**src/cpu_pkg.sv**
```systemverilog
package cpu_pkg;

    // data and address width
    localparam int xlen = 32;
    // register index width
    localparam int reg_addr_w = 5;
    // instruction rom size in words
    localparam int imem_depth = 256;

    // plain data or address word
    typedef logic [xlen-1:0] word_t;
    // register index
    typedef logic [reg_addr_w-1:0] reg_addr_t;

    // architectural a0
    localparam reg_addr_t a0_reg = 5'd10;
    // addi x0, x0, 0
    localparam word_t nop_instr = 32'h0000_0013;

    // major opcodes of the supported subset
    typedef enum logic [6:0] {
        op_r      = 7'b0110011,
        op_imm    = 7'b0010011,
        op_lui    = 7'b0110111,
        op_branch = 7'b1100011
    } opcode_e;

    // alu operation select
    typedef enum logic [2:0] {
        alu_add    = 3'd0,
        alu_sub    = 3'd1,
        alu_and    = 3'd2,
        alu_or     = 3'd3,
        alu_slt    = 3'd4,
        // lui passes the u immediate straight through
        alu_pass_b = 3'd5
    } alu_op_e;

    // immediate layout in the instruction word
    typedef enum logic [1:0] {
        imm_i = 2'd0,
        imm_b = 2'd1,
        imm_u = 2'd2
    } imm_fmt_e;

    // decoded control bundle
    typedef struct packed {
        // register file write
        logic     reg_wr_en;
        // operand b from immediate
        logic     alu_src;
        // conditional branch
        logic     branch;
        // bne when set, beq otherwise
        logic     branch_ne;
        alu_op_e  alu_op;
        imm_fmt_e imm_fmt;
    } ctrl_t;

endpackage

```
**src/sign_exten.sv**
```systemverilog
`timescale 1ns/1ps

module sign_exten (
    input  cpu_pkg::word_t   instr,
    input  cpu_pkg::imm_fmt_e imm_fmt,
    output cpu_pkg::word_t   imm
);

    // candidate immediates
    cpu_pkg::word_t i_imm;
    cpu_pkg::word_t b_imm;
    cpu_pkg::word_t u_imm;

    // imm[11:0] in the top twelve bits
    assign i_imm = {{20{instr[31]}}, instr[31:20]};

    // scattered branch offset, bit 0 implied zero
    assign b_imm = {{19{instr[31]}}, instr[31], instr[7],
                    instr[30:25], instr[11:8], 1'b0};

    // upper twenty bits, low twelve cleared
    assign u_imm = {instr[31:12], 12'b0};

    always_comb begin
        case (imm_fmt)
            cpu_pkg::imm_b: imm = b_imm;
            cpu_pkg::imm_u: imm = u_imm;
            // i format and the unused code
            default:        imm = i_imm;
        endcase
    end

endmodule

```
**config.mk**
```make
export PLATFORM = sky130hd
export DESIGN_NAME = sign_exten
export DESIGN_NICKNAME = d
export VERILOG_FILES = /design/src/cpu_pkg.sv /design/src/sign_exten.sv
export SDC_FILE = /design/constraint.sdc
export NUM_CORES = 1
export LEC_CHECK = 0
export BUFFER_PORTS_ARGS = -buffer_cell sky130_fd_sc_hd__buf_2
export CORE_AREA = 5 5 42 44
export DETAILED_ROUTE_END_ITERATION = 6
export DIE_AREA = 0 0 47 49
export PLACE_DENSITY = 0.81
export SYNTH_ARGS = -nofsm -noshare
export SYNTH_HDL_FRONTEND = slang
export SYNTH_SLANG_ARGS = --single-unit
```
**constraint.sdc**
```tcl
create_clock -name vclk -period 4
set_input_delay 0.8 -clock vclk [all_inputs]
set_output_delay 0.8 -clock vclk [all_outputs]
set_load 0.02 [all_outputs]
```
### After elaboration in Yosys (flattened, before gate mapping)

Cells that the tools add are included.
W data, S select, Z words.

| word-level totals | value |
|---|---|
| register bits | 0 |
| latch bits | 0 |
| bits in writable memories | 0 |
| memory bits (read-only) | 0 |
| output and inout bits | 32 |
| memories | 0 |

| operators by class | value |
|---|---|
| add/sub/neg operators | 0 |
| multiply operators | 0 |
| divide/modulo/power cells | 0 |
| $lt $le $gt $ge | 0 |
| equality and inequality tests | 2 |
| shift operators | 0 |
| muxes and demuxes | 1 |
| bitwise gates (word level) | 0 |
| reductions and logical operators | 0 |

Operator list:

| operator | number |
|---|---|
| $pmux W31 S2 | 1 |
| $eq A2 B1 Y1 const B | 1 |
| $eq A2 B2 Y1 const B | 1 |

### Logic depth before layout (Yosys ltp)

| logic depth | value |
|---|---|
| depth in word-level cells | 2 |
| mapped depth | 7 |
| depth with buffers taken out | 4 |

### Worst setup path after synthesis

No wires, ideal clock.

| path | value |
|---|---|
| path kind | input -> output |
| start | input imm_fmt[0] |
| end | output imm[13] |
| data arrival time | 1.876 ns |
| setup slack | 1.324 ns |
| stages on the path | 7 |
| buffers on the path | 3 |
| cell sequence | inv_1 -> ha_1 -> buf_6 -> o21a_1 -> buf_6 -> buf_6 -> a21o_1 |

| between the ends | value |
|---|---|
| longest elaborated chain between the ends | 2 |

Ends and longest elaborated chain:

| element | line | text |
|---|---|---|
| start: declaration | sign_exten.sv:5 | `input cpu_pkg::imm_fmt_e imm_fmt,` |
| $eq A2 B2 Y1 or $eq A2 B1 Y1 (tied branches) | sign_exten.sv:25 | `case (imm_fmt)` |
| $pmux W31 S2 * | sign_exten.sv:25 |  |
| end: declaration | sign_exten.sv:6 | `output cpu_pkg::word_t imm` |

Mark *: on every way between the ends. The rest lies on a longest branch, timed or not.

### Worst setup path after layout

| path | value |
|---|---|
| start | input imm_fmt[0] |
| end | output imm[27] |

The elaborated chain is that of the path after synthesis.

==> metrics.md <==
| Metric | Value |
|---|---|
| WP data required | `approximately 3.2 ns` |
| Postcts setup bufs | `0` |
| Synth Net Count | `81` |
| Hold_ws | `between 1.5 and 2 ns` |
| Setup TNS | `0 ns` |
| Total Routing Usage GR | `0.106` |
| WHS Path Cells | `2` |
| Clk pwr share | `0` |
| Period utilization | `0.760` |
| Number of global-route vias before repair | `483` |
| Synth cell types | `10` |
| Max Transition Viols Final | `0` |
| Post-synthesis sequential area ratio | `0` |
| Count leader, synth | `a21o_1` |
| Internal power | `between 0.00005 and 0.00006 W` |
| Vias | `540` |
| Switching part of the total | `0.597` |
| CLK BUF | `0` |
| Worst-path fanout max | `19` |
| DRT iter0 DRCs | `3` |
| Synth area leader | `a21o_1` |
| Seq Cell Count | `0` |
| Worst Hold Launch | `instr[31]` |
| Max Freq | `329 MHz` |
| Hold EP | `imm[31]` |
| Layout cells sized above 1 | `0.610` |
| Combinational share of power | `1.000` |
| DRC Markers | `0` |
| Leakage power | `0.486 nW` |
| Post-CTS Resized | `0` |
| WL/cell | `~12 um` |
| Sequential Power Share | `0` |
| Top-area cell type share of the netlist area | `0.416` |
| Initial Utilization | `0.245` |
| Final HPWL DP | `between 1 and 1.5 mm` |
| Final min period | `3.04 ns` |
| GR Overflow Total | `0` |
| Fillers | `168` |
| Maximum vdd drop | `0.0874 mV` |
| GP Congestion | `0.722` |
| Setup ws final | `about 0.96 ns` |
| Worst min-delay path class | `in2out` |
| Net Sw Power | `between 0.00007 and 0.00008 W` |
| Synth warn | `0` |
| Placement Setup Slack | `0.943 ns` |
| Top cells by count, synth | `a21o_1, nor2b_1, a22o_1, buf_4, buf_6` |
| Port Buffers | `59` |
| Die width | `roughly 47 um` |
| Full die area | `0.00230 mm^2` |
| Crit path kind | `in2out` |
| Slew HR | `0.585` |
| Crit start category | `primary input` |
| Setup-failing EPs final | `0` |
| Hold_buf cts | `0` |
| PwrDens | `roughly 200 mW/mm^2` |
| FP Rows | `14` |
| Antenna diodes | `0` |
| Die height | `49 um` |
| Mapped Cells | `45` |
| Ports | `66` |
| Post-Route WL | `between 1 and 1.5 mm` |
| RSZ-0062 raised after global routing | `no` |
| Final hold viol count | `0` |
| Syn_area_per_cell | `7.62 um^2` |
| Pre-antenna DRT Iters | `4` |
| Net count, final | `138` |
| Reg area | `0 um^2` |
| Setup crit end kind | `output port` |
| Slew @ Worst Pin | `0.623 ns` |
| Crit path DAT | `2.24 ns` |
| Area added between synthesis and finish | `79.9%` |
| Synth area leaders | `a21o_1, nor2b_1, a22o_1, buf_6, ha_1` |
| Core box area | `0.00140 mm^2` |
| Post-route ant nets | `0` |
| Via density | `between 4 and 5` |
| First-pass GRT wire length | `1.97 mm` |
| Pin count of the biggest net entering global routing | `20` |
| Cell Area, Synth | `343 um^2` |
| Initial antenna violation count | `0` |
| Status | `finished, final reports clean` |
| Max-Cap Viols | `0` |
-- cells in the final DEF (no fill, tap or decap) --
master,count
a21o_1,19
a22o_1,5
and2_1,1
buf_2,59
buf_4,2
ha_1,2
inv_1,2
nor2_1,1
nor2b_1,8
o21a_1,1
-- cell families (layout without fill, tap and decap cells) --
family	after synthesis	count (layout)	synth area share
compound gates	25	25	0.566
fa+ha+maj	2	2	0.0730
buf+inv	8	63	0.186
simple gates	10	10	0.175
-- critical path: stages --
cell    delay (ns)
buf_2         0.09
inv_1         0.04
ha_1          0.44
o21a_1        0.56
a21o_1        0.14
buf_2         0.16
-- stage by stage --
stage,cells,utilization,power (W),instance area (um^2)
floorplan,45,-,0.0000854,343
global placement,116,0.440,0.000125,617
detailed placement,116,0.440,0.000127,617
CTS,116,0.440,0.000127,617
global route,116,0.440,0.000136,617
finish,116,0.440,0.000125,617
-- per-layer routing --
metal	share of wire	track usage	wire length (um)
met1	0.34	0.122	458
met2	0.49	0.199	653
met3	0.17	0.0258	230
met4	0	0	0
met5	0	0	0
-- how the worst max path moves through the flow --
| stage | start | to | slack, ns | cells after the start |
|---|---|---|---|---|
| after detailed placement | imm_fmt[0] | imm[17] | 0.94 | 6 |
| after floorplan | imm_fmt[0] | imm[13] | 1.32 | 7 |
| after global placement | imm_fmt[0] | imm[24] | 0.99 | 6 |
| after CTS | imm_fmt[0] | imm[17] | 0.94 | 6 |
| after global routing | imm_fmt[0] | imm[24] | 0.80 | 6 |
| final | imm_fmt[0] | imm[27] | 0.96 | 6 |
-- area by class of cell --
cell class,count,area (um^2),share of cell area
repair buffers,61,310,0.503
multi-input cells,37,279,0.452
well taps,16,20.0,0.0325
inverters,2,7.51,0.0122
-- power by group through the flow --
stage / combinational, W / clock, W / sequential (W)
after global placement: 0.000125 / 0 / 0
final: 0.000125 / 0 / 0
after CTS: 0.000127 / 0 / 0
after floorplan: 0.0000854 / 0 / 0
after detailed placement: 0.000127 / 0 / 0
after global routing: 0.000136 / 0 / 0
No activity file was read; power rests on OpenSTA's default activity.
