[src/cpu_pkg.sv]
package cpu_pkg;

    // data and address width
    localparam int xlen = 32;
    // register index width
    localparam int reg_addr_w = 5;
    // instruction rom size in words
    localparam int imem_depth = 256;

    // plain data or address word
    typedef logic [xlen-1:0] word_t;
    // register index
    typedef logic [reg_addr_w-1:0] reg_addr_t;

    // architectural a0
    localparam reg_addr_t a0_reg = 5'd10;
    // addi x0, x0, 0
    localparam word_t nop_instr = 32'h0000_0013;

    // major opcodes of the supported subset
    typedef enum logic [6:0] {
        op_r      = 7'b0110011,
        op_imm    = 7'b0010011,
        op_lui    = 7'b0110111,
        op_branch = 7'b1100011
    } opcode_e;

    // alu operation select
    typedef enum logic [2:0] {
        alu_add    = 3'd0,
        alu_sub    = 3'd1,
        alu_and    = 3'd2,
        alu_or     = 3'd3,
        alu_slt    = 3'd4,
        // lui passes the u immediate straight through
        alu_pass_b = 3'd5
    } alu_op_e;

    // immediate layout in the instruction word
    typedef enum logic [1:0] {
        imm_i = 2'd0,
        imm_b = 2'd1,
        imm_u = 2'd2
    } imm_fmt_e;

    // decoded control bundle
    typedef struct packed {
        // register file write
        logic     reg_wr_en;
        // operand b from immediate
        logic     alu_src;
        // conditional branch
        logic     branch;
        // bne when set, beq otherwise
        logic     branch_ne;
        alu_op_e  alu_op;
        imm_fmt_e imm_fmt;
    } ctrl_t;

endpackage

[src/register_file.sv]
`timescale 1ns/1ps

module register_file (
    input  logic               clk,
    input  logic               rst,
    input  cpu_pkg::reg_addr_t ad1,
    input  cpu_pkg::reg_addr_t ad2,
    input  cpu_pkg::reg_addr_t ad3,
    input  cpu_pkg::word_t     wd3,
    input  logic               we3,
    output cpu_pkg::word_t     rd1,
    output cpu_pkg::word_t     rd2,
    output cpu_pkg::word_t     a0
);

    // x1..x31, x0 has no storage
    cpu_pkg::word_t regs [1:31];

    // synchronous write, reset has priority
    always_ff @(posedge clk) begin
        if (rst) begin
            for (int i = 1; i < 32; i++) begin
                regs[i] <= '0;
            end
        end else if (we3 && (ad3 != '0)) begin
            regs[ad3] <= wd3;
        end
    end

    // combinational reads see the pre-write value
    assign rd1 = (ad1 == '0) ? '0 : regs[ad1];
    assign rd2 = (ad2 == '0) ? '0 : regs[ad2];

    // observation tap
    assign a0 = regs[cpu_pkg::a0_reg];

endmodule

[config.mk]
export PLATFORM = sky130hd
export DESIGN_NAME = register_file
export DESIGN_NICKNAME = d
export VERILOG_FILES = /design/src/cpu_pkg.sv /design/src/register_file.sv
export SDC_FILE = /design/constraint.sdc
export NUM_CORES = 2
export LEC_CHECK = 0
export ABC_AREA = 0
export ABC_CLOCK_PERIOD_IN_PS = 2600
export BUFFER_PORTS_ARGS = -buffer_cell sky130_fd_sc_hd__buf_2
export CAP_MARGIN = 20
export CORE_ASPECT_RATIO = 1.5
export CORE_UTILIZATION = 31
export CTS_CLUSTER_SIZE = 25
export DETAILED_ROUTE_END_ITERATION = 10
export GPL_ROUTABILITY_DRIVEN = 0
export PLACE_DENSITY_LB_ADDON = 0.08
export SLEW_MARGIN = 30
export SYNTH_ARGS = -nofsm -noshare
export SYNTH_HDL_FRONTEND = slang
export SYNTH_SLANG_ARGS = --single-unit
[constraint.sdc]
create_clock -name clk -period 2.6 [get_ports clk]
set_input_delay 0.52 -clock clk [delete_from_list [all_inputs] [get_ports clk]]
set_output_delay 0.52 -clock clk [all_outputs]
set_load 0.01 [all_outputs]
# ---- Word level (Yosys, flattened, before mapping)
# Memories as Yosys holds them, arrays and structs flattened.
# Index checks and enable logic that the tools add are counted.
dict set report classes {
  muxes 10
  n_reduce_logical 5
}
# cell n
set ops {}
lappend ops {{2-to-1 mux 32 bit} 3}
lappend ops {{OR reduction 32 bit} 1}
lappend ops {{logical NOT 5 bit} 2}
lappend ops {{2-to-1 mux 1 bit} 6}
lappend ops {{2-to-1 mux 5 bit} 1}
lappend ops {{nonzero test 5 bit} 1}
lappend ops {{logical AND 1 bit} 1}
dict set report totals {
  wordCells 16
  ram_bits 992
  regBits 0
  mem_count 1
  out_inout_bits 96
  input_bits 50
}
# memory depth word_bits read_ports rd_ports_with_merged_regs write_ports line_no
set memory_table {}
lappend memory_table {regs 31 32 3 0 31 register_file.sv:17} ;# cpu_pkg::word_t regs [1:31];

# ---- Depth between registers and ports, before layout
dict set report depth {
  word_depth 7
  ltp_mapped 9
}

# ---- Least setup slack after synthesis
# No wires, ideal clock.
dict set report synth_timing {
  path_type {in2out}
  start {input port ad2[2]}
  end {output port rd2[5]}
  arrival_ps 2202
  required_ps 2080
  cell_stages 7
  path_slack_ps -122
  cell_sequence {buf_2 -> buf_2 -> clkbuf_1 -> mux4_2 -> a22o_1 -> a2111oi_0 -> nor3_1}
}
dict set report synth_between {
  elab_chain_cells 2
  elab_cells_between_ends 3
}
# element line_no
set synth_rtl {}
lappend synth_rtl {{start: declaration} register_file.sv:7} ;# input cpu_pkg::reg_addr_t ad2,
lappend synth_rtl {{memory read (31 x 32 bit) / logical NOT 5 bit (equally long branches)} -}
lappend synth_rtl {{2-to-1 mux 32 bit *} register_file.sv:32} ;# assign rd2 = (ad2 == '0) ? '0 : regs[ad2];
lappend synth_rtl {{end: declaration} register_file.sv:12} ;# output cpu_pkg::word_t rd2,
# Mark *: on every way between the ends. The rest lies on a longest branch, timed or not.

==> metrics.csv <==
stage,metric,value,unit
global_routing,largest net degree at the start of global routing,47,
status,outcome,"finished, violations left",
global_routing,initial antenna violation count,10,
die,die span in y,516,um
clock_tree,CTS Buf Count,109,
yosys,Yosys reg bits,1024,
layout,Area Overhead vs Synth,29.5,%
yosys,ys async rst share,0,
routing,total number of vias,35900,
place,Placed Area,62900,um2
die,Initial Util,0.312,
global_routing,grt ovf,0,
routing,post-route ant nets,0,
timing,Final WS setup,-0.526,ns
job,Max Cap Viol,0,
timing,final hold violations,0,
layout,largest reg by FF count,regs,
global_routing,GR Util met3,0.0246,
clock_tree,CTS root buffer,clkbuf_16,
timing,setup TNS,-24.27,ns
clock_tree,H-tree depth,3,
timing,# setup viols final,64,
clock_tree,clock sink count,1024,
setup_path,CP required,2.08,ns
timing,RSZ-0062 raised after global routing,true,
global_routing,All-Layer GR Usage,0.240,
timing,Pins Over Slew Limit,0,
timing,Relative slew margins,0.505,
pwr,Cell Pwr Density,610,nW/um2
clock_tree,Longest Clk Path Bufs,3,
setup_path,crit start category,register,
clock_tree,"Reg clk slew, reported paths",0.07,ns
routing,initial DRC count,2795,
yosys,Gate Count Post-Synth,3765,
yosys,number of synthesized flops with an enable pin,1024,
timing,fmax,320,MHz
die,die area,178000,um2
place,Detailed Place HPWL,142,mm
yosys,Synth cell types,44,
layout,biggest regs,regs: 1024 flops,
pwr,Leak,25.6,nW
layout,fill count,16100,
setup_path,Crit Path Max Fanout,2,
global_routing,met2 global-route usage,0.424,
layout,fraction of layout cells with a size suffix above 1,0.392,
pwr,Max VDD drop,0.000516,V
global_routing,met1 Use GR,0.314,
status,failing checks,setup timing,
yosys,sequential share of the synthesized area,0.563,
layout,Layout Nets,4351,
yosys,Ys Warns,0,
routing,DRC,0,
yosys,syn avg cell area,14.5,um2
routing,Avg WL per Cell,32.3,um
yosys,Synth top area share,0.563,
die,Die W,345,um
timing,Tcrit/Tclk final,1.20,
setup_path,Setup crit end kind,output pin,
layout,max reg flops,1024,
global_routing,vias in the first global route,37000,
die,I/O pin total,146,
min_path,worst hold path type,in2reg,
routing,Vias/cell,5.37,
timing,hold_ws,0.339,ns
yosys,post-synthesis cell area,54600,um2
timing,minimum clock period,3.13,ns
yosys,"Primary FF master, synth",edfxtp_1,
routing,first-pass iteration count of the detailed router,5,
die,core outline area,175000,um2
place,# port buffers,145,
clock_tree,CTS tree,built,
routing,WL final,216,mm
layout,fin area,70700,um2
setup_path,kind of critical path,reg2out,
global_routing,first-pass GRT wire length,297,mm
die,# rows,188,
timing,Worst Tran Pin Value,0.743,ns
setup_path,arrival time worst endpoint,2.61,ns
global_routing,busiest grt layer,met2,
yosys,"area leader, netlist",edfxtp_1,
yosys,largest cells by area after synthesis,"edfxtp_1 (56%), mux4_2 (15%), and2_1 (11%)",
[area by class of cell]
class                           instances  area [um2]  area share
Timing Repair Buffer                  801        8160       0.115
Sequential cell                      1024       30700       0.435
Tap cell                             2280        2850      0.0403
Antenna cell                           10        25.0    0.000354
Clock inverter                         68         840      0.0119
Clock buffer                          132        2860      0.0404
Multi-Input combinational cell       2364       25300       0.357
Inverter                                1        3.75   0.0000531
[synthesized netlist by cell type (all sizes together), types with 2 or more instances]
library cell	n
a22oi	104
mux2i	322
and2	995
o21ai	36
nand2	6
mux2	34
nor4b	3
nor4	33
a21oi	56
or2	32
and3	3
nor3	26
nand3b	5
a221oi	4
mux4	356
nor2	37
buf	103
nand2b	3
nor2b	56
or3b	3
edfxtp	1024
nand3	4
a221o	2
a22o	51
clkbuf	304
o22ai	51
a2111oi	55
a211oi	47
or3	2
[cells in the final DEF, fill, tap and decap left out, types with 21 or more instances in the layout]
master	n
edfxtp_1	1024
and2_1	993
buf_4	460
mux4_2	356
mux2i_1	320
buf_12	134
buf_2	133
clkbuf_16	119
a22oi_1	87
a2111oi_4	46
o22ai_1	46
a21oi_1	39
a22o_4	35
buf_6	35
nor2b_1	34
nor2_4	33
a211oi_2	33
or2_2	32
conb_1	32
nor4_4	22
clkinv_1	21
mux2_4	21
clkbuf_1	21
[where the power goes]
part / total (mW) / switching (mW) / internal [mW]
clock network: 16.8 / 7.11 / 9.68
registers: 19.6 / 0.514 / 19.1
logic: 6.77 / 3.63 / 3.14
total: 43.2 / 11.3 / 31.9
[stage by stage]
stage / cells / util / power (mW) / setup WS [ns]
floorplan: 3796 / - / 22.7 / -0.0446
global placement: 6363 / 0.360 / 25.7 / -0.951
detailed placement: 6363 / 0.360 / 25.7 / -0.978
CTS: 6613 / 0.398 / 43.3 / -0.565
global route: 6671 / 0.404 / 44.4 / -0.588
finish: 6680 / 0.404 / 43.2 / -0.526
[worst paths after layout]
path,startpoint,endpoint,depth (start not counted)
worst min-delay path,wd3[21],regs[0][21],1
worst max-delay path,regs[27][19],rd2[19],6
[kinds of logic (layout without fill, tap and decap cells)]
kind of cell	count (synthesis)	after routing	synth area share
mux	712	712	0.213
simple gates	1213	1213	0.137
buf+inv	408	1002	0.0335
compound gates	407	407	0.0539
flops	1024	1024	0.563
other cells	1	42	0.0000686
[worst max-delay path: stages, from the launching register on]
cell       delay [ns]
edfxtp_1         0.41
mux4_2           0.48
a22o_4           0.29
a2111oi_4        0.24
buf_4            0.21
nor3_4           0.05
buf_2            0.16
[repair_timing]
| action | 4_1_cts | 5_1_grt |
|---|---|---|
| buffers inserted | 72 | 54 |
| gates resized for setup | 419 | 104 |
| pin swaps | 136 | 55 |
| hold buffers | 0 | 0 |
| gates cloned | 7 | 8 |
| setup endpoints to repair | 64 | 64 |
[layer usage]
metal | share of wire | wire length (um)
met1 | 0.43 | 91900
met2 | 0.51 | 110000
met3 | 0.044 | 9510
met4 | 0.018 | 3990
met5 | 0.00019 | 41
Power figures use the tool's default switching activity.
