<file path="config.mk">
export PLATFORM = sky130hd
export DESIGN_NAME = alu
export DESIGN_NICKNAME = d
export VERILOG_FILES = /design/src/cpu_pkg.sv /design/src/alu.sv
export SDC_FILE = /design/constraint.sdc
export NUM_CORES = 1
export LEC_CHECK = 0
export ABC_AREA = 0
export BUFFER_PORTS_ARGS = -buffer_cell sky130_fd_sc_hd__buf_2
export CAP_MARGIN = 20
export CORE_MARGIN = 1.5
export CORE_UTILIZATION = 60
export DETAILED_ROUTE_END_ITERATION = 10
export PLACE_DENSITY = 0.85
export SKIP_LAST_GASP = 1
export SYNTH_ARGS = -nofsm -noshare
export SYNTH_HDL_FRONTEND = slang
export SYNTH_SLANG_ARGS = --single-unit
</file>
<file path="constraint.sdc">
create_clock -name vclk -period 12.1
set_input_delay 2.42 -clock vclk [all_inputs]
set_output_delay 2.42 -clock vclk [all_outputs]
set_load 0.01 [all_outputs]
</file>
<file path="src/cpu_pkg.sv">
package cpu_pkg;

    // data and address width
    localparam int xlen = 32;
    // register index width
    localparam int reg_addr_w = 5;
    // instruction rom size in words
    localparam int imem_depth = 256;

    // plain data or address word
    typedef logic [xlen-1:0] word_t;
    // register index
    typedef logic [reg_addr_w-1:0] reg_addr_t;

    // architectural a0
    localparam reg_addr_t a0_reg = 5'd10;
    // addi x0, x0, 0
    localparam word_t nop_instr = 32'h0000_0013;

    // major opcodes of the supported subset
    typedef enum logic [6:0] {
        op_r      = 7'b0110011,
        op_imm    = 7'b0010011,
        op_lui    = 7'b0110111,
        op_branch = 7'b1100011
    } opcode_e;

    // alu operation select
    typedef enum logic [2:0] {
        alu_add    = 3'd0,
        alu_sub    = 3'd1,
        alu_and    = 3'd2,
        alu_or     = 3'd3,
        alu_slt    = 3'd4,
        // lui passes the u immediate straight through
        alu_pass_b = 3'd5
    } alu_op_e;

    // immediate layout in the instruction word
    typedef enum logic [1:0] {
        imm_i = 2'd0,
        imm_b = 2'd1,
        imm_u = 2'd2
    } imm_fmt_e;

    // decoded control bundle
    typedef struct packed {
        // register file write
        logic     reg_wr_en;
        // operand b from immediate
        logic     alu_src;
        // conditional branch
        logic     branch;
        // bne when set, beq otherwise
        logic     branch_ne;
        alu_op_e  alu_op;
        imm_fmt_e imm_fmt;
    } ctrl_t;

endpackage

</file>
<file path="src/alu.sv">
`timescale 1ns/1ps

module alu (
    input  cpu_pkg::word_t   alu_op1,
    input  cpu_pkg::word_t   alu_op2,
    input  cpu_pkg::alu_op_e alu_ctrl,
    output cpu_pkg::word_t   alu_out,
    output logic             zero
);

    // signed less-than for slt and slti
    logic lt;

    assign lt = $signed(alu_op1) < $signed(alu_op2);

    always_comb begin
        case (alu_ctrl)
            cpu_pkg::alu_add:    alu_out = alu_op1 + alu_op2;
            cpu_pkg::alu_sub:    alu_out = alu_op1 - alu_op2;
            cpu_pkg::alu_and:    alu_out = alu_op1 & alu_op2;
            cpu_pkg::alu_or:     alu_out = alu_op1 | alu_op2;
            cpu_pkg::alu_slt:    alu_out = {{(cpu_pkg::xlen-1){1'b0}}, lt};
            // lui path
            cpu_pkg::alu_pass_b: alu_out = alu_op2;
            default:             alu_out = '0;
        endcase
    end

    // equality test for branches
    assign zero = (alu_out == '0);

endmodule

</file>
# [After elaboration in Yosys (flattened, before gate mapping)]
# Cells that the tools add are included.
[word_totals] output_inout_bits=33 reg_bits=0
[classes] n_reduce_logical=2 add_sub_neg=2 n_bitwise=2 eq_ne=5 order_cmp=1 n_mux=1
[op_table] operator="$pmux 32 s6" count=1
[op_table] operator="$add 32x32->32" count=1
[op_table] operator="$and 32x32->32" count=1
[op_table] operator="$logic_not 32->1" count=1
[op_table] operator="$lt 32x32->1" count=1
[op_table] operator="$or 32x32->32" count=1
[op_table] operator="$sub 32x32->32" count=1
[op_table] operator="$eq 3x2->1 const B" count=2
[op_table] operator="$eq 3x3->1 const B" count=2
[op_table] operator="$eq 3x1->1 const B" count=1
[op_table] operator="$logic_not 3->1" count=1

# [Depth between registers and ports, before layout]
[logic_depth] word_depth=3 mapped_depth=14

# [Least setup slack after synthesis]
# No wires, ideal clock.
[synth_timing] kind="input port to output port" startpoint="input alu_op1[7]" endpoint="output zero" slack_ns=3.790 n_path_buf=1 t_arrival_ns=5.890 t_required_ns=9.680 stages=14 cell_sequence="inv_1 -> ha_1 -> buf_4 -> or3_1 -> o21bai_1 -> o2111ai_1 -> nand2_1 -> xnor2_1 -> a221o_1 -> or4b_1 -> or4_1 -> nor4_2 -> nand3b_1 -> nor4bb_1"
[synth_via] elab_chain_cells=3 elab_cells_between_ends=7
[synth_lines] item="start, declared" line="alu.sv:4" rtl="input cpu_pkg::word_t alu_op1,"
[synth_lines] item="$sub 32x32->32 / $add 32x32->32 (equally long branches)" line="alu.sv:19, alu.sv:18"
[synth_lines] item="$pmux 32 s6 (*)" line="alu.sv:17" rtl="case (alu_ctrl)"
[synth_lines] item="via alu_out[11]" line="alu.sv:7" rtl="output cpu_pkg::word_t alu_out,"
[synth_lines] item="$logic_not 32->1 (*)" line="alu.sv:30" rtl="assign zero = (alu_out == '0);"
[synth_lines] item="end, declared" line="alu.sv:8" rtl="output logic zero"
# Mark *: on every way through the listed nets, which the timed path passes. The rest lies on a longest branch.

# [Worst setup path after layout]
[layout_timing] startpoint="input alu_op1[7]" endpoint="output zero"
[layout_via] elab_chain_cells=3 elab_cells_between_ends=7
[layout_lines] item="$sub 32x32->32, or another cell as far along" line="alu.sv:19" rtl="cpu_pkg::alu_sub: alu_out = alu_op1 - alu_op2;"
[layout_lines] item="$pmux 32 s6 (*)" line="alu.sv:17"
[layout_lines] item="$logic_not 32->1 (*)" line="alu.sv:30"
# Mark *: on every way between the ends. The rest lies on a longest branch, timed or not.

==> impl_results.md <==
- Outcome: finished, final reports clean
- Post-Syn Nets: 1050
- Worst Tran Pin Value: 1.10 ns
- Distinct cell type count after synthesis: 77
- RD Place Congestion: 1.06
- Metal3 WL: 2.28 mm
- First-pass GRT wire length: 31.2 mm
- DP Wirelength: 15.2 mm
- Hold EP: alu_out[21]
- CP Class: input pin to output pin
- Worst vdd ir: 0.0250 mV
- Commonest non-fill, non-tap cell in the layout: ha_1
- Global route overflow: 0
- Top cells by area, synth: ha_1, a21oi_1, inv_1
- Yosys top cell by area: ha_1
- Die W: 101 µm
- Post-synthesis mux area share: 0.0123
- DR top layer: met4
- Min-delay src: alu_op2[21]
- Chip height: 101 µm
- Placed cells: 1059
- Count of hold-fix buffers inserted at cts: 0
- Seq/Total Area, Yosys: 0
- Number of sequential cells: 0
- Slew headroom: 0.263
- Share of the synthesized area in the top cell type: 0.221
- Final hold vios: 0
- Post_cts resized: 0
- Share of layout cells above drive strength 1: 0.134
- Cell Area, Synth: 5710 µm²
- # clk buffers: 0
- Pleak: 2.94 nW
- Crit path max fanout: 13
- Final min period: 8.86 ns
- Initial antenna violation count: 0
- Critical Path End Type: output pin
- RSZ-0062 raised after global routing: no
- Largest family of logic cells by synthesized area: compound AO/OA/AOI/OAI gates
- CP Data Arrival Time: 6.44 ns
- Adder-cell share of the synthesized area: 0.228
- Non-filler cells, final: 1059
- Fin util: 0.667
- Wire length on met1: 8.31 mm
- Post-DR vias/cell: 6.67
- Post-route ant nets: 0
- Worst min path class: input pin to output pin
- Ys Warns: 0
- Initial Util: 0.618
- Total wire length: 19.5 mm
- Starting DRT DRC Count: 671
- Commonest cells after routing, fill and taps aside: ha_1, buf_2, inv_1
- Synth Area in Simple Gates: 0.249
- Die area: 10100 µm²
- FP Rows: 35
- Fill cells: 902
- DR WL/cell: 18.4 µm
- I/O Pins: 100
- Hold path cells: 4
- Mapped Cells: 880
- I/O Buffers: 100
- # diodes: 0
- Number of global-route vias before repair: 6137
- Core area: 9240 µm²
- Setup violators final: 0
- GRT Overall Usage: 0.377
- Post-synthesis compound-gate area fraction: 0.367
- Reg area: 0 µm²
- Metal2 WL: 8.39 mm
- DRC: 0
- Startpoint Class: input pin
- Postcts setup bufs: 0
- Max_cap viols: 0
- Syn Area/Cell: 6.49 µm²
- PD cells: 50.5 nW/µm²
- Slew Limit Fails: 0
- Achievable Freq: 113 MHz
- Post-synthesis xor/xnor area fraction: 0.0368
- WP data required: 9.68 ns
- TritonRoute pass-1 iters: 8
- Setup TNS Final: 0 ns
- Largest net degree at the start of global routing: 58
- Crit share post-route: 0.733
- Final #Nets: 1102
- Vias: 7063
- P&R area growth vs syn: 7.95%
per-stage QoR:
stage / setup WS [ns] / hold slack (ns) / power [mW] / area (µm²)
finish: 3.24 / 5.21 / 0.311 / 6170
global route: 2.97 / 5.24 / 0.338 / 6170
CTS: 3.33 / 5.21 / 0.301 / 6170
detailed placement: 3.34 / 5.21 / 0.299 / 6170
global placement: 3.39 / 5.21 / 0.297 / 6170
floorplan: 3.79 / 4.98 / 0.213 / 5710
cell families (layout without fill, tap and decap cells):
kind of cell    Yosys count  in the layout
fa+ha+maj               103            103
simple gates            282            282
xor+xnor                 24             24
compound gates          313            313
buf+inv                 151            201
mux                       7              7
synth_stat cells (4+ instances only):
cell / instances
mux2i_1: 7
or4_1: 5
a211oi_1: 20
a22oi_1: 8
xnor2_1: 20
o211ai_1: 13
a21o_1: 8
clkbuf_1: 30
ha_1: 101
or2_2: 6
nor4_1: 17
o221ai_1: 5
nand2b_1: 12
and3_1: 7
o21ai_0: 59
a211o_1: 5
o31ai_1: 10
nand3_1: 15
buf_4: 4
a21oi_1: 93
o21bai_1: 8
a221o_1: 6
nor2b_1: 12
a2111oi_0: 6
buf_1: 7
nand2_1: 69
a31oi_1: 12
o21a_1: 8
nor2_1: 76
nand4_1: 13
o21ai_1: 4
buf_2: 13
nor3_1: 19
a221oi_1: 9
or3_1: 11
xor2_1: 4
o2111ai_1: 7
inv_1: 95
routing by layer:
layer / vias up / track usage
met5: - / 0
met4: 0 / 0.0780
met3: 55 / 0.0402
met2: 477 / 0.595
met1: 3213 / 0.550
li1: 3318 / -
where the power goes:
part | internal, mW | leakage (nW) | total (mW) | switching (mW)
Combinational | 0.113 | 2.94 | 0.311 | 0.199
Sequential | 0 | 0 | 0 | 0
Clock | 0 | 0 | 0 | 0
Total | 0.113 | 2.94 | 0.311 | 0.199
how the worst max path moves through the flow:
stage           startpoint  endpoint  slack [ns]
2_1_floorplan   alu_op1[7]      zero        3.79
3_3_place_gp    alu_op2[6]      zero        3.39
3_5_place_dp    alu_op2[6]      zero        3.34
4_1_cts         alu_op2[6]      zero        3.33
5_1_grt        alu_ctrl[0]      zero        2.97
6_report        alu_op1[7]      zero        3.24
worst max-delay path: stages:
cell and delay (ns):
buf_2 0.12, inv_1 0.05, ha_1 0.47, or3_1 0.47, o21bai_1 0.17, o2111ai_1 0.19
nand2_1 0.17, xnor2_1 0.15, a221o_1 0.35, or4b_1 0.51, or4_1 0.44, nor4_2 0.39
nand3b_1 0.13, nor4bb_1 0.24, buf_2 0.17
final cells by class:
cell class         instances  area, µm²  share of cell area
multi-input cells        729       5110               0.828
repair buffers           105        538              0.0872
inverters                 96        360              0.0584
well taps                129        161              0.0262
Power figures use the tool's default switching activity.
