<file path="src/cpu_pkg.sv">
package cpu_pkg;

    // data and address width
    localparam int xlen = 32;
    // register index width
    localparam int reg_addr_w = 5;
    // instruction rom size in words
    localparam int imem_depth = 256;

    // plain data or address word
    typedef logic [xlen-1:0] word_t;
    // register index
    typedef logic [reg_addr_w-1:0] reg_addr_t;

    // architectural a0
    localparam reg_addr_t a0_reg = 5'd10;
    // addi x0, x0, 0
    localparam word_t nop_instr = 32'h0000_0013;

    // major opcodes of the supported subset
    typedef enum logic [6:0] {
        op_r      = 7'b0110011,
        op_imm    = 7'b0010011,
        op_lui    = 7'b0110111,
        op_branch = 7'b1100011
    } opcode_e;

    // alu operation select
    typedef enum logic [2:0] {
        alu_add    = 3'd0,
        alu_sub    = 3'd1,
        alu_and    = 3'd2,
        alu_or     = 3'd3,
        alu_slt    = 3'd4,
        // lui passes the u immediate straight through
        alu_pass_b = 3'd5
    } alu_op_e;

    // immediate layout in the instruction word
    typedef enum logic [1:0] {
        imm_i = 2'd0,
        imm_b = 2'd1,
        imm_u = 2'd2
    } imm_fmt_e;

    // decoded control bundle
    typedef struct packed {
        // register file write
        logic     reg_wr_en;
        // operand b from immediate
        logic     alu_src;
        // conditional branch
        logic     branch;
        // bne when set, beq otherwise
        logic     branch_ne;
        alu_op_e  alu_op;
        imm_fmt_e imm_fmt;
    } ctrl_t;

endpackage

</file>
<file path="src/control_unit.sv">
`timescale 1ns/1ps

module control_unit (
    input  cpu_pkg::opcode_e opcode,
    input  logic [2:0]       funct3,
    input  logic             funct7_5,
    input  logic             zero,
    output cpu_pkg::ctrl_t   ctrl,
    output logic             pc_src
);

    // alu decoder result for r-type and i-type arithmetic
    cpu_pkg::alu_op_e arith_op;
    // only r-type may select sub from funct7
    logic             sub_ok;

    assign sub_ok = (opcode == cpu_pkg::op_r) && funct7_5;

    // alu decoder
    always_comb begin
        case (funct3)
            3'b000:  arith_op = sub_ok ? cpu_pkg::alu_sub : cpu_pkg::alu_add;
            3'b010:  arith_op = cpu_pkg::alu_slt;
            3'b110:  arith_op = cpu_pkg::alu_or;
            3'b111:  arith_op = cpu_pkg::alu_and;
            // unsupported funct3 falls back to add
            default: arith_op = cpu_pkg::alu_add;
        endcase
    end

    // main decoder
    always_comb begin
        // nop defaults, nothing written, no branch
        ctrl         = '0;
        ctrl.alu_op  = cpu_pkg::alu_add;
        ctrl.imm_fmt = cpu_pkg::imm_i;
        case (opcode)
            cpu_pkg::op_r: begin
                ctrl.reg_wr_en = 1'b1;
                ctrl.alu_op    = arith_op;
            end
            cpu_pkg::op_imm: begin
                ctrl.reg_wr_en = 1'b1;
                ctrl.alu_src   = 1'b1;
                ctrl.alu_op    = arith_op;
            end
            cpu_pkg::op_lui: begin
                ctrl.reg_wr_en = 1'b1;
                ctrl.alu_src   = 1'b1;
                ctrl.alu_op    = cpu_pkg::alu_pass_b;
                ctrl.imm_fmt   = cpu_pkg::imm_u;
            end
            cpu_pkg::op_branch: begin
                // compare by subtraction, zero flag gives equality
                ctrl.branch    = 1'b1;
                ctrl.branch_ne = funct3[0];
                ctrl.alu_op    = cpu_pkg::alu_sub;
                ctrl.imm_fmt   = cpu_pkg::imm_b;
            end
            default: begin
            end
        endcase
    end

    // beq takes on zero, bne on not zero
    assign pc_src = ctrl.branch & (zero ^ ctrl.branch_ne);

    // a branch must never also retire a register write
    always_comb begin
        assert (!(ctrl.reg_wr_en && ctrl.branch))
            else $error("branch decoded with register write");
    end

endmodule

</file>
<file path="config.mk">
export PLATFORM = sky130hd
export DESIGN_NAME = control_unit
export DESIGN_NICKNAME = d
export VERILOG_FILES = /design/src/cpu_pkg.sv /design/src/control_unit.sv
export SDC_FILE = /design/constraint.sdc
export NUM_CORES = 1
export LEC_CHECK = 0
export BUFFER_PORTS_ARGS = -buffer_cell sky130_fd_sc_hd__buf_2
export CAP_MARGIN = 20
export CORE_AREA = 2 2 39 41
export DETAILED_ROUTE_END_ITERATION = 6
export DIE_AREA = 0 0 41 43
export PLACE_DENSITY = 0.48
export SETUP_SLACK_MARGIN = 0.02
export SLEW_MARGIN = 0
export SYNTH_ARGS = -nofsm -noshare
export SYNTH_HDL_FRONTEND = slang
export SYNTH_SLANG_ARGS = --single-unit
</file>
<file path="constraint.sdc">
create_clock -name vclk -period 1.6
set_input_delay 0.4 -clock vclk [all_inputs]
set_output_delay 0.4 -clock vclk [all_outputs]
set_load 0.01 [all_outputs]
</file>
# --- After elaboration in Yosys (flattened, before gate mapping) ---
# Index checks and enable logic that the tools add are counted.
totals:
  regBits: 0
  input_bits: 12
  out_inout_bits: 10
classes:
  eq_ne: 7
  n_mux: 7
  n_reduce_logical: 5
  bitwise: 2
op_table:
  columns: ["operator", "count"]
  rows:
  - ["$eq 7x6->1 const B", 2]
  - ["$pmux 3 s4", 1]
  - ["$pmux 3 s3", 1]
  - ["$eq 7x5->1 const B", 1]
  - ["$eq 7x7->1 const B", 1]
  - ["$eq 3x3->1 const B", 2]
  - ["$pmux 2 s2", 1]
  - ["$reduce_or 2->1", 2]
  - ["$eq 3x2->1 const B", 1]
  - ["$logic_not 3->1", 1]
  - ["$mux 1", 3]
  - ["$reduce_or 3->1", 1]
  - ["$mux 2", 1]
  - ["$and 1x1->1", 1]
  - ["$logic_and 1x1->1", 1]
  - ["$xor 1x1->1", 1]

# --- Depth between registers and ports, before layout ---
# Gate-level depths: netlist of the first run.
depth:
  word_depth: 5
  mapped_depth: 3
  ltp_nobuf: 3

# --- Worst setup path after synthesis of the first run ---
# No wires, ideal clock.
synth_path:
  path_type: "input port to output port"
  from: "input port opcode[3]"
  to: "output port pc_src"
  t_arrival_ns: 1.543
  n_path_buf: 0
  path_slack_ns: -0.343
  path_stages: 3
  path_cell_list: "nand4b_1 > nor4b_1 > and2_1"
synth_between:
  elab_chain_len: 4
synth_lines:
  columns: ["item", "line_no", "text"]
  rows:
  - ["start, declared", "control_unit.sv:4", "input cpu_pkg::opcode_e opcode,"]
  - ["$eq 7x7->1 (*)", "control_unit.sv:37", "case (opcode)"]
  - ["$mux 2 (*)", "control_unit.sv:37", null]
  - ["$xor 1x1->1", "control_unit.sv:66", "assign pc_src = ctrl.branch & (zero ^ ctrl.branch_ne);"]
  - ["$and 1x1->1 (*)", "control_unit.sv:66", null]
  - ["end, declared", "control_unit.sv:9", "output logic pc_src"]
# Mark *: on every way between the ends. The rest lies on a longest branch, timed or not.

==> impl_metrics.ini, run 1 <==
[power]
pwr-share-comb_pct = 100.0
p_int_uw = 39.8
peakVddDrop_mv = 0.0577
clkPwrFrac_pct = 0
power_density_mw_per_mm2 = 149
leakage_nw = 0.245
pwr-share-seq_pct = 0
swShare_pct = 40.8
power_switching_uw = 27.4

[global_routing]
grtUsageTotal_pct = 6.89
grt_max_degree = 5
overflow = 0
grt_pass1_vias = 263
antenna_found_initial = 0
grt_pass1_wl_um = 938

[die]
die-area_mm2 = 0.00176
start_util_pct = 12.0
core_mm2 = 0.00138
die_x_um = 41
num_rows = 14
dieHeight_um = 43
io_pins = 22

[final_layout]
antenna_cells = 0
num-fill-cells = 156
seq_cell_count = 0
final_area_um2 = 450
regArea_um2 = 0
syn2layout_area_growth_pct = 171
nClkBuffers = 0
final_util_pct = 32.5
layout-drive-gt1-share_pct = 77.8
nets = 68

[timing]
fin_ws_ns = -0.294
rsz0062_at_grt = yes
post-route-min-period_ns = 1.89
finalSetupViolCount = 10
fmax_ghz = 0.528
fin_crit_sh_pct = 118
hold_viol_final = 0
max_slew_margin_pct = 79.2
drv_slew = 0
tightest_slew_ns = 0.313

[critical_path]
critPathRequiredTime_ns = 1.20
slowest_stage = or4b_4
worst_path_largest_cell_delay_ns = 0.51
start_kind = primary input
crit_path_start = opcode[6]
critical_path_arrival_ns = 1.49
cp_max_fo = 4
critPathKind = in -> out
crit_chain = buf_6 > nor2b_4 > or4b_4 > buf_4 > o21ai_2 > buf_2
end_kind = output pin

[yosys]
synth_most_common_cell = nand2_1
synth_top_cell_by_area = o32ai_2
yosys_warnings = 0
synth_fa_ha_area_share_pct = 0
ys_types = 17
yosys-top-cells-area = o32ai_2 9.8%, o41ai_2 9.8%, or4b_4 8.3%
muxShareOfSynthArea_pct = 0
syn-cell-area_um2 = 166
syn-num-nets = 34
synth_compound_area_share_pct = 30.1
synthSimpleGateAreaFrac_pct = 55.6
synth_common_cells = 3 x nand2_1, 2 x and2_1, 2 x inv_1, 2 x nor2_1
synth_top_cell_area_share_pct = 9.77
synth.avg_cell_area_um2 = 7.56
synth_top_family_by_area = simple AND/OR/NAND/NOR gates
syn_inst = 22
synth_xor_area_share_pct = 5.26
seq_area_frac_synth_pct = 0

[min_path]
hold_path_class = in -> out
min_from = opcode[5]

[cts]
postCtsHoldBufs = 0

[detailed_routing]
postRouteWirelength_um = 646
route.detailed.drc = 0
ant_nets = 0
viasPerCell = 3.96
drtIter0Drc = 1
wl_per_cell_um = 9.23
vias = 277
first_pass_iters = 2

[placement]
gp_congestion = 0.744
io_buffers = 22
preCtsSetupSlack_ns = -0.341
hpwl_um = 508
place_area_um2 = 355

[job]
maxCapViolCount = 0

[outcome]
violations = negative setup slack
status = finished, violations left
==> worst max-delay path, delay by kind of cell <==
family          cells  cell delay (ns)
compound gates      1             0.09
buf+inv             3             0.39
simple gates        2             0.61
==> final timing paths <==
kind	slack, ns	end	cells past startpoint
hold / removal	1.16	ctrl[7]	4
setup / recovery	-0.29	ctrl[7]	6
==> power groups by stage <==
| stage | sequential [mW] | clock (mW) | combinational (mW) |
|---|---|---|---|
| after detailed placement | 0 | 0 | 0.0538 |
| after CTS | 0 | 0 | 0.0641 |
| after global placement | 0 | 0 | 0.0539 |
| final | 0 | 0 | 0.0673 |
| after global routing | 0 | 0 | 0.0737 |
| after floorplan | 0 | 0 | 0.0159 |
==> routing by layer <==
layer | up-vias | global-route usage [%] | part of all wire, %
met5 | - | 0 | 0
li1 | 147 | - | -
met3 | 0 | 0 | 6.8
met4 | 0 | 0 | 0
met2 | 10 | 13.1 | 61
met1 | 120 | 8.54 | 33
==> layout make-up <==
| class | instances | area (µm²) | share of cell area [%] |
|---|---|---|---|
| inverter | 2 | 7.51 | 1.67 |
| multi-input combinational | 19 | 193 | 42.8 |
| tap | 16 | 20.0 | 4.44 |
| timing repair buffer | 33 | 230 | 51.1 |
==> placed cells by master, fill, tap and decap left out, drive strengths merged <==
| master | netlist | layout |
|---|---|---|
| nor4bb | 1 | 1 |
| a21oi | 1 | 1 |
| nor2 | 2 | 2 |
| nor2b | 1 | 1 |
| a22oi | 1 | 1 |
| o32ai | 1 | 1 |
| o41ai | 1 | 1 |
| or4bb | 1 | 1 |
| nand2 | 3 | 3 |
| buf | 1 | 33 |
| inv | 2 | 2 |
| xor2 | 1 | 1 |
| o21ai | 1 | 1 |
| nor4b | 1 | 1 |
| and2 | 2 | 2 |
| or4b | 1 | 1 |
| nand4b | 1 | 1 |
==> logic make-up (layout without fill, tap and decap cells) <==
group,Yosys count,count (layout)
buffers and inverters,3,35
AOI/OAI and AO/OA,5,5
and+or+nand+nor,13,13
xor gates and xnor gates,1,1
==> through the flow <==
stage,TNS (ns),std cells,power [mW],hold slack (ns)
2_1_floorplan,-0.904,22,0.0159,0.844
3_3_place_gp,-2.68,66,0.0539,1.15
3_5_place_dp,-2.67,66,0.0538,1.15
4_1_cts,-2.15,69,0.0641,1.15
5_1_grt,-2.58,70,0.0737,1.19
6_report,-2.14,70,0.0673,1.16
==> timing repair <==
action                     CTS  global route
setup endpoints to repair   10            10
cloned                       0             0
buffers inserted             3             2
gates resized for setup      7             3
pin swaps                    4             2
(Power assumes the default switching activity.)
==> inputs of run 2 (changes only) <==
Settings changed: CAP_MARGIN 20 to 5, PLACE_DENSITY 0.48 to 0.47.
Clock period 1.6 ns to 2.4 ns, I/O delays scaled along.
==> impl_metrics.ini, run 2 (synthesized netlist as in run 1, its figures left out) <==
[power]
pwr-share-seq_pct = 0
power_density_mw_per_mm2 = 95.0
leakage_nw = 0.203
swShare_pct = 42.6
p_int_uw = 18.9
peakVddDrop_mv = 0.0333
pwr-share-comb_pct = 100.0
total_power_uw = 32.9
clkPwrFrac_pct = 0
power_switching_uw = 14.0

[final_layout]
mostFrequentLayoutCells = 20 x buf_2, 4 x buf_4, 3 x nand2_1
syn2layout_area_growth_pct = 108
final_common_cell = buf_2
nets = 61
regArea_um2 = 0
nClkBuffers = 0
seq_cell_count = 0
layout-drive-gt1-share_pct = 66.0
antenna_cells = 0

[detailed_routing]
viasPerCell = 3.95
vias = 249
route.detailed.drc = 0
ant_nets = 0
postRouteWirelength_um = 556
drtIter0Drc = 1
wl_per_cell_um = 8.83
first_pass_iters = 2

[timing]
post-route-min-period_ns = 2.33
drv_slew = 0
fin_crit_sh_pct = 97.2
hold_viol_final = 0
finalSetupViolCount = 0
fin_setup_tns_ns = 0
rsz0062_at_grt = no
fin_ws_ns = 0.0683
max_slew_margin_pct = 85.0
tightest_slew_ns = 0.222
fmax_ghz = 0.429

[die]
die-area_mm2 = 0.00176
start_util_pct = 12.0
core_mm2 = 0.00138
dieHeight_um = 43
die_x_um = 41
num_rows = 14
io_pins = 22

[global_routing]
grt_pass1_vias = 182
antenna_found_initial = 0
overflow = 0
grtUsageTotal_pct = 5.39
grt_pass1_wl_um = 731
grt_max_degree = 6

[min_path]
min_path_cells = 3
min_from = opcode[5]
hold_path_class = in -> out
min_to = ctrl[7]

[critical_path]
critPathRequiredTime_ns = 1.80
critical_path_arrival_ns = 1.73
slowest_stage = or4b_4
start_kind = primary input
end_kind = output pin
cp_max_fo = 4
critPathKind = in -> out
crit_chain = buf_8 > nor2b_4 > or4b_4 > buf_4 > o21ai_0 > buf_2
worst_path_largest_cell_delay_ns = 0.49

[placement]
preCtsSetupSlack_ns = 0.0489
gp_congestion = 0.617
io_buffers = 22

[outcome]
status = complete, no violations

[job]
maxCapViolCount = 0

[cts]
postCtsHoldBufs = 0
## run 2: changes by cell type in the layout (fill, tap and decap cells not counted), sizes merged
cell	before	now
buf	33	26
## run 2: power by group through the flow
stage          clock [mW]  sequential (mW)  combinational, mW
2_1_floorplan           0                0            0.00997
3_3_place_gp            0                0             0.0270
3_5_place_dp            0                0             0.0274
4_1_cts                 0                0             0.0274
5_1_grt                 0                0             0.0362
6_report                0                0             0.0329
## run 2: worst max-delay path by stage
stage | from | end | slack, ns | cells past startpoint
final | opcode[4] | ctrl[7] | 0.07 | 6
after floorplan | opcode[3] | pc_src | 0.06 | 3
after global routing | opcode[4] | ctrl[2] | 0.01 | 5
after detailed placement | opcode[4] | ctrl[4] | 0.05 | 5
after global placement | opcode[4] | ctrl[4] | 0.04 | 5
after CTS | opcode[4] | ctrl[4] | 0.05 | 5
## run 2: per-layer routing
layer	vias to the layer above	wire [µm]	GRT usage [%]
li1	135	-	-
met1	100	261	8.23
met4	0	0	0
met2	14	236	8.75
met3	0	58	0
met5	-	0	0
## run 2: critical path, delay by kind of cell
kind,cells,cell delay (ns)
AO/OA/AOI/OAI,1,0.13
AND/OR/NAND/NOR,2,0.62
buffers and inverters,3,0.39
## run 2: layout make-up
cell class                      count  area, µm²
Inverter                            2       7.51
Timing Repair Buffer               26        156
Tap cell                           16       20.0
Multi-Input combinational cell     19        163
Fill cell                         169       1040
## run 2: repair_timing
action	4_1_cts	5_1_grt
gates resized for setup	0	7
endpoints found under the setup margin	0	4
setup buffers	0	2
## run 2: metrics by stage
step / std cells / utilization, % / hold slack [ns] / area [µm²]
global placement: 61 / 22.0 / 1.51 / 304
floorplan: 22 / - / 1.27 / 166
CTS: 61 / 22.0 / 1.51 / 304
finish: 63 / 25.0 / 1.51 / 347
global route: 63 / 25.0 / 1.52 / 347
detailed placement: 61 / 22.0 / 1.51 / 304
==> inputs of run 3 (changes only) <==
Clock period 2.4 ns to 2.25 ns, I/O delays scaled along.
==> impl_metrics.ini, run 3 (synthesized netlist as in run 1, its figures left out) <==
[cts]
postCtsHoldBufs = 0

[final_layout]
nClkBuffers = 0
final_util_pct = 27.2
final_common_cell = buf_2
final_area_um2 = 377
mostFrequentLayoutCells = 19 x buf_2, 5 x buf_4, 3 x nand2_1
layout-drive-gt1-share_pct = 70.8
seq_cell_count = 0
regArea_um2 = 0
antenna_cells = 0
nets = 62
syn2layout_area_growth_pct = 126
finalNonFillerCells = 64

[timing]
finalSetupViolCount = 0
post-route-min-period_ns = 2.25
max_slew_margin_pct = 84.5
rsz0062_at_grt = yes
fmax_ghz = 0.445
fin_crit_sh_pct = 99.9
hold_viol_final = 0
whs_ns = 1.41
tightest_slew_ns = 0.231
drv_slew = 0

[die]
start_util_pct = 12.0
num_rows = 14
die-area_mm2 = 0.00176
die_x_um = 41
io_pins = 22
dieHeight_um = 43
core_mm2 = 0.00138

[critical_path]
critPathRequiredTime_ns = 1.69
critPathKind = in -> out
critical_path_arrival_ns = 1.69
worst_path_largest_cell_delay_ns = 0.60
cp_max_fo = 4
slowest_stage = or4bb_4
start_kind = primary input
end_kind = output pin
crit_chain = buf_6 > nand4b_1 > or4bb_4 > o41ai_2 > buf_2

[detailed_routing]
ant_nets = 0
vias = 259
viasPerCell = 4.05
route.detailed.drc = 0
wl_per_cell_um = 9.28
postRouteWirelength_um = 594
drtIter0Drc = 1
first_pass_iters = 2

[global_routing]
grt_pass1_wl_um = 862
overflow = 0
grtUsageTotal_pct = 6.39
grt_max_degree = 6
grt_pass1_vias = 207
antenna_found_initial = 0

[placement]
dp_cells = 63
io_buffers = 22
gp_congestion = 0.682
place_area_um2 = 325
hpwl_um = 498

[power]
leakage_nw = 0.220
p_int_uw = 23.9
swShare_pct = 41.4
pwr-share-seq_pct = 0
clkPwrFrac_pct = 0
power_switching_uw = 16.9
peakVddDrop_mv = 0.0389
total_power_uw = 40.8
pwr-share-comb_pct = 100.0
power_density_mw_per_mm2 = 108

[job]
maxCapViolCount = 0

[min_path]
hold_path_class = in -> out

[outcome]
status = complete, no violations
[run 3: changes by cell type in the layout (fill, tap and decap cells not counted)]
| cell | delta |
|---|---|
| or4bb_4 | +1 |
| buf_2 | -1 |
| o21ai_2 | +1 |
| o21ai_0 | -1 |
| or4bb_1 | -1 |
| buf_4 | +1 |
| nor4b_4 | +1 |
| buf_6 | +1 |
| nor4b_2 | -1 |
[run 3: per-stage QoR]
| step | setup TNS [ns] | worst slack, ns |
|---|---|---|
| after floorplan | 0 | 0.175 |
| after global placement | -0.0160 | -0.0160 |
| after detailed placement | 0 | 0.000703 |
| after CTS | 0 | 0.0182 |
| after global routing | -0.189 | -0.0739 |
| final | 0 | 0.00200 |
[run 3: what timing repair did]
item,CTS,global route
gates resized for setup,4,5
pin swaps,0,2
hold endpoints to repair,0,0
setup endpoints to repair,3,9
buffers inserted,1,0
[run 3: cell type report]
cell class | instances | area [µm²]
fill | 154 | 1010
inverter | 2 | 7.51
multi-input combinational | 19 | 179
tap | 16 | 20.0
timing repair buffer | 27 | 170
[run 3: worst max-delay path: cells and delay by family]
kind | cells | cell delay, ns
AND/OR/NAND/NOR | 2 | 0.79
buffers and inverters | 2 | 0.26
AO/OA/AOI/OAI | 1 | 0.07
[run 3: power by group through the flow]
stage | Combinational (mW) | Sequential [mW] | Clock [mW]
finish | 0.0408 | 0 | 0
global route | 0.0443 | 0 | 0
CTS | 0.0373 | 0 | 0
detailed placement | 0.0325 | 0 | 0
global placement | 0.0325 | 0 | 0
floorplan | 0.0109 | 0 | 0
[run 3: layer usage]
layer | GRT usage [%] | up-vias | wire length [µm]
met5 | 0 | - | 0
met3 | 0 | 0 | 50
met1 | 9.81 | 111 | 268
li1 | - | 136 | -
met4 | 0 | 0 | 0
met2 | 10.3 | 12 | 274
[run 3: worst paths after layout]
check / start / endpoint / slack (ns) / cells past startpoint
worst max-delay path: opcode[3] / ctrl[4] / 0.002 / 5
worst min-delay path: opcode[5] / ctrl[7] / 1.41 / 3
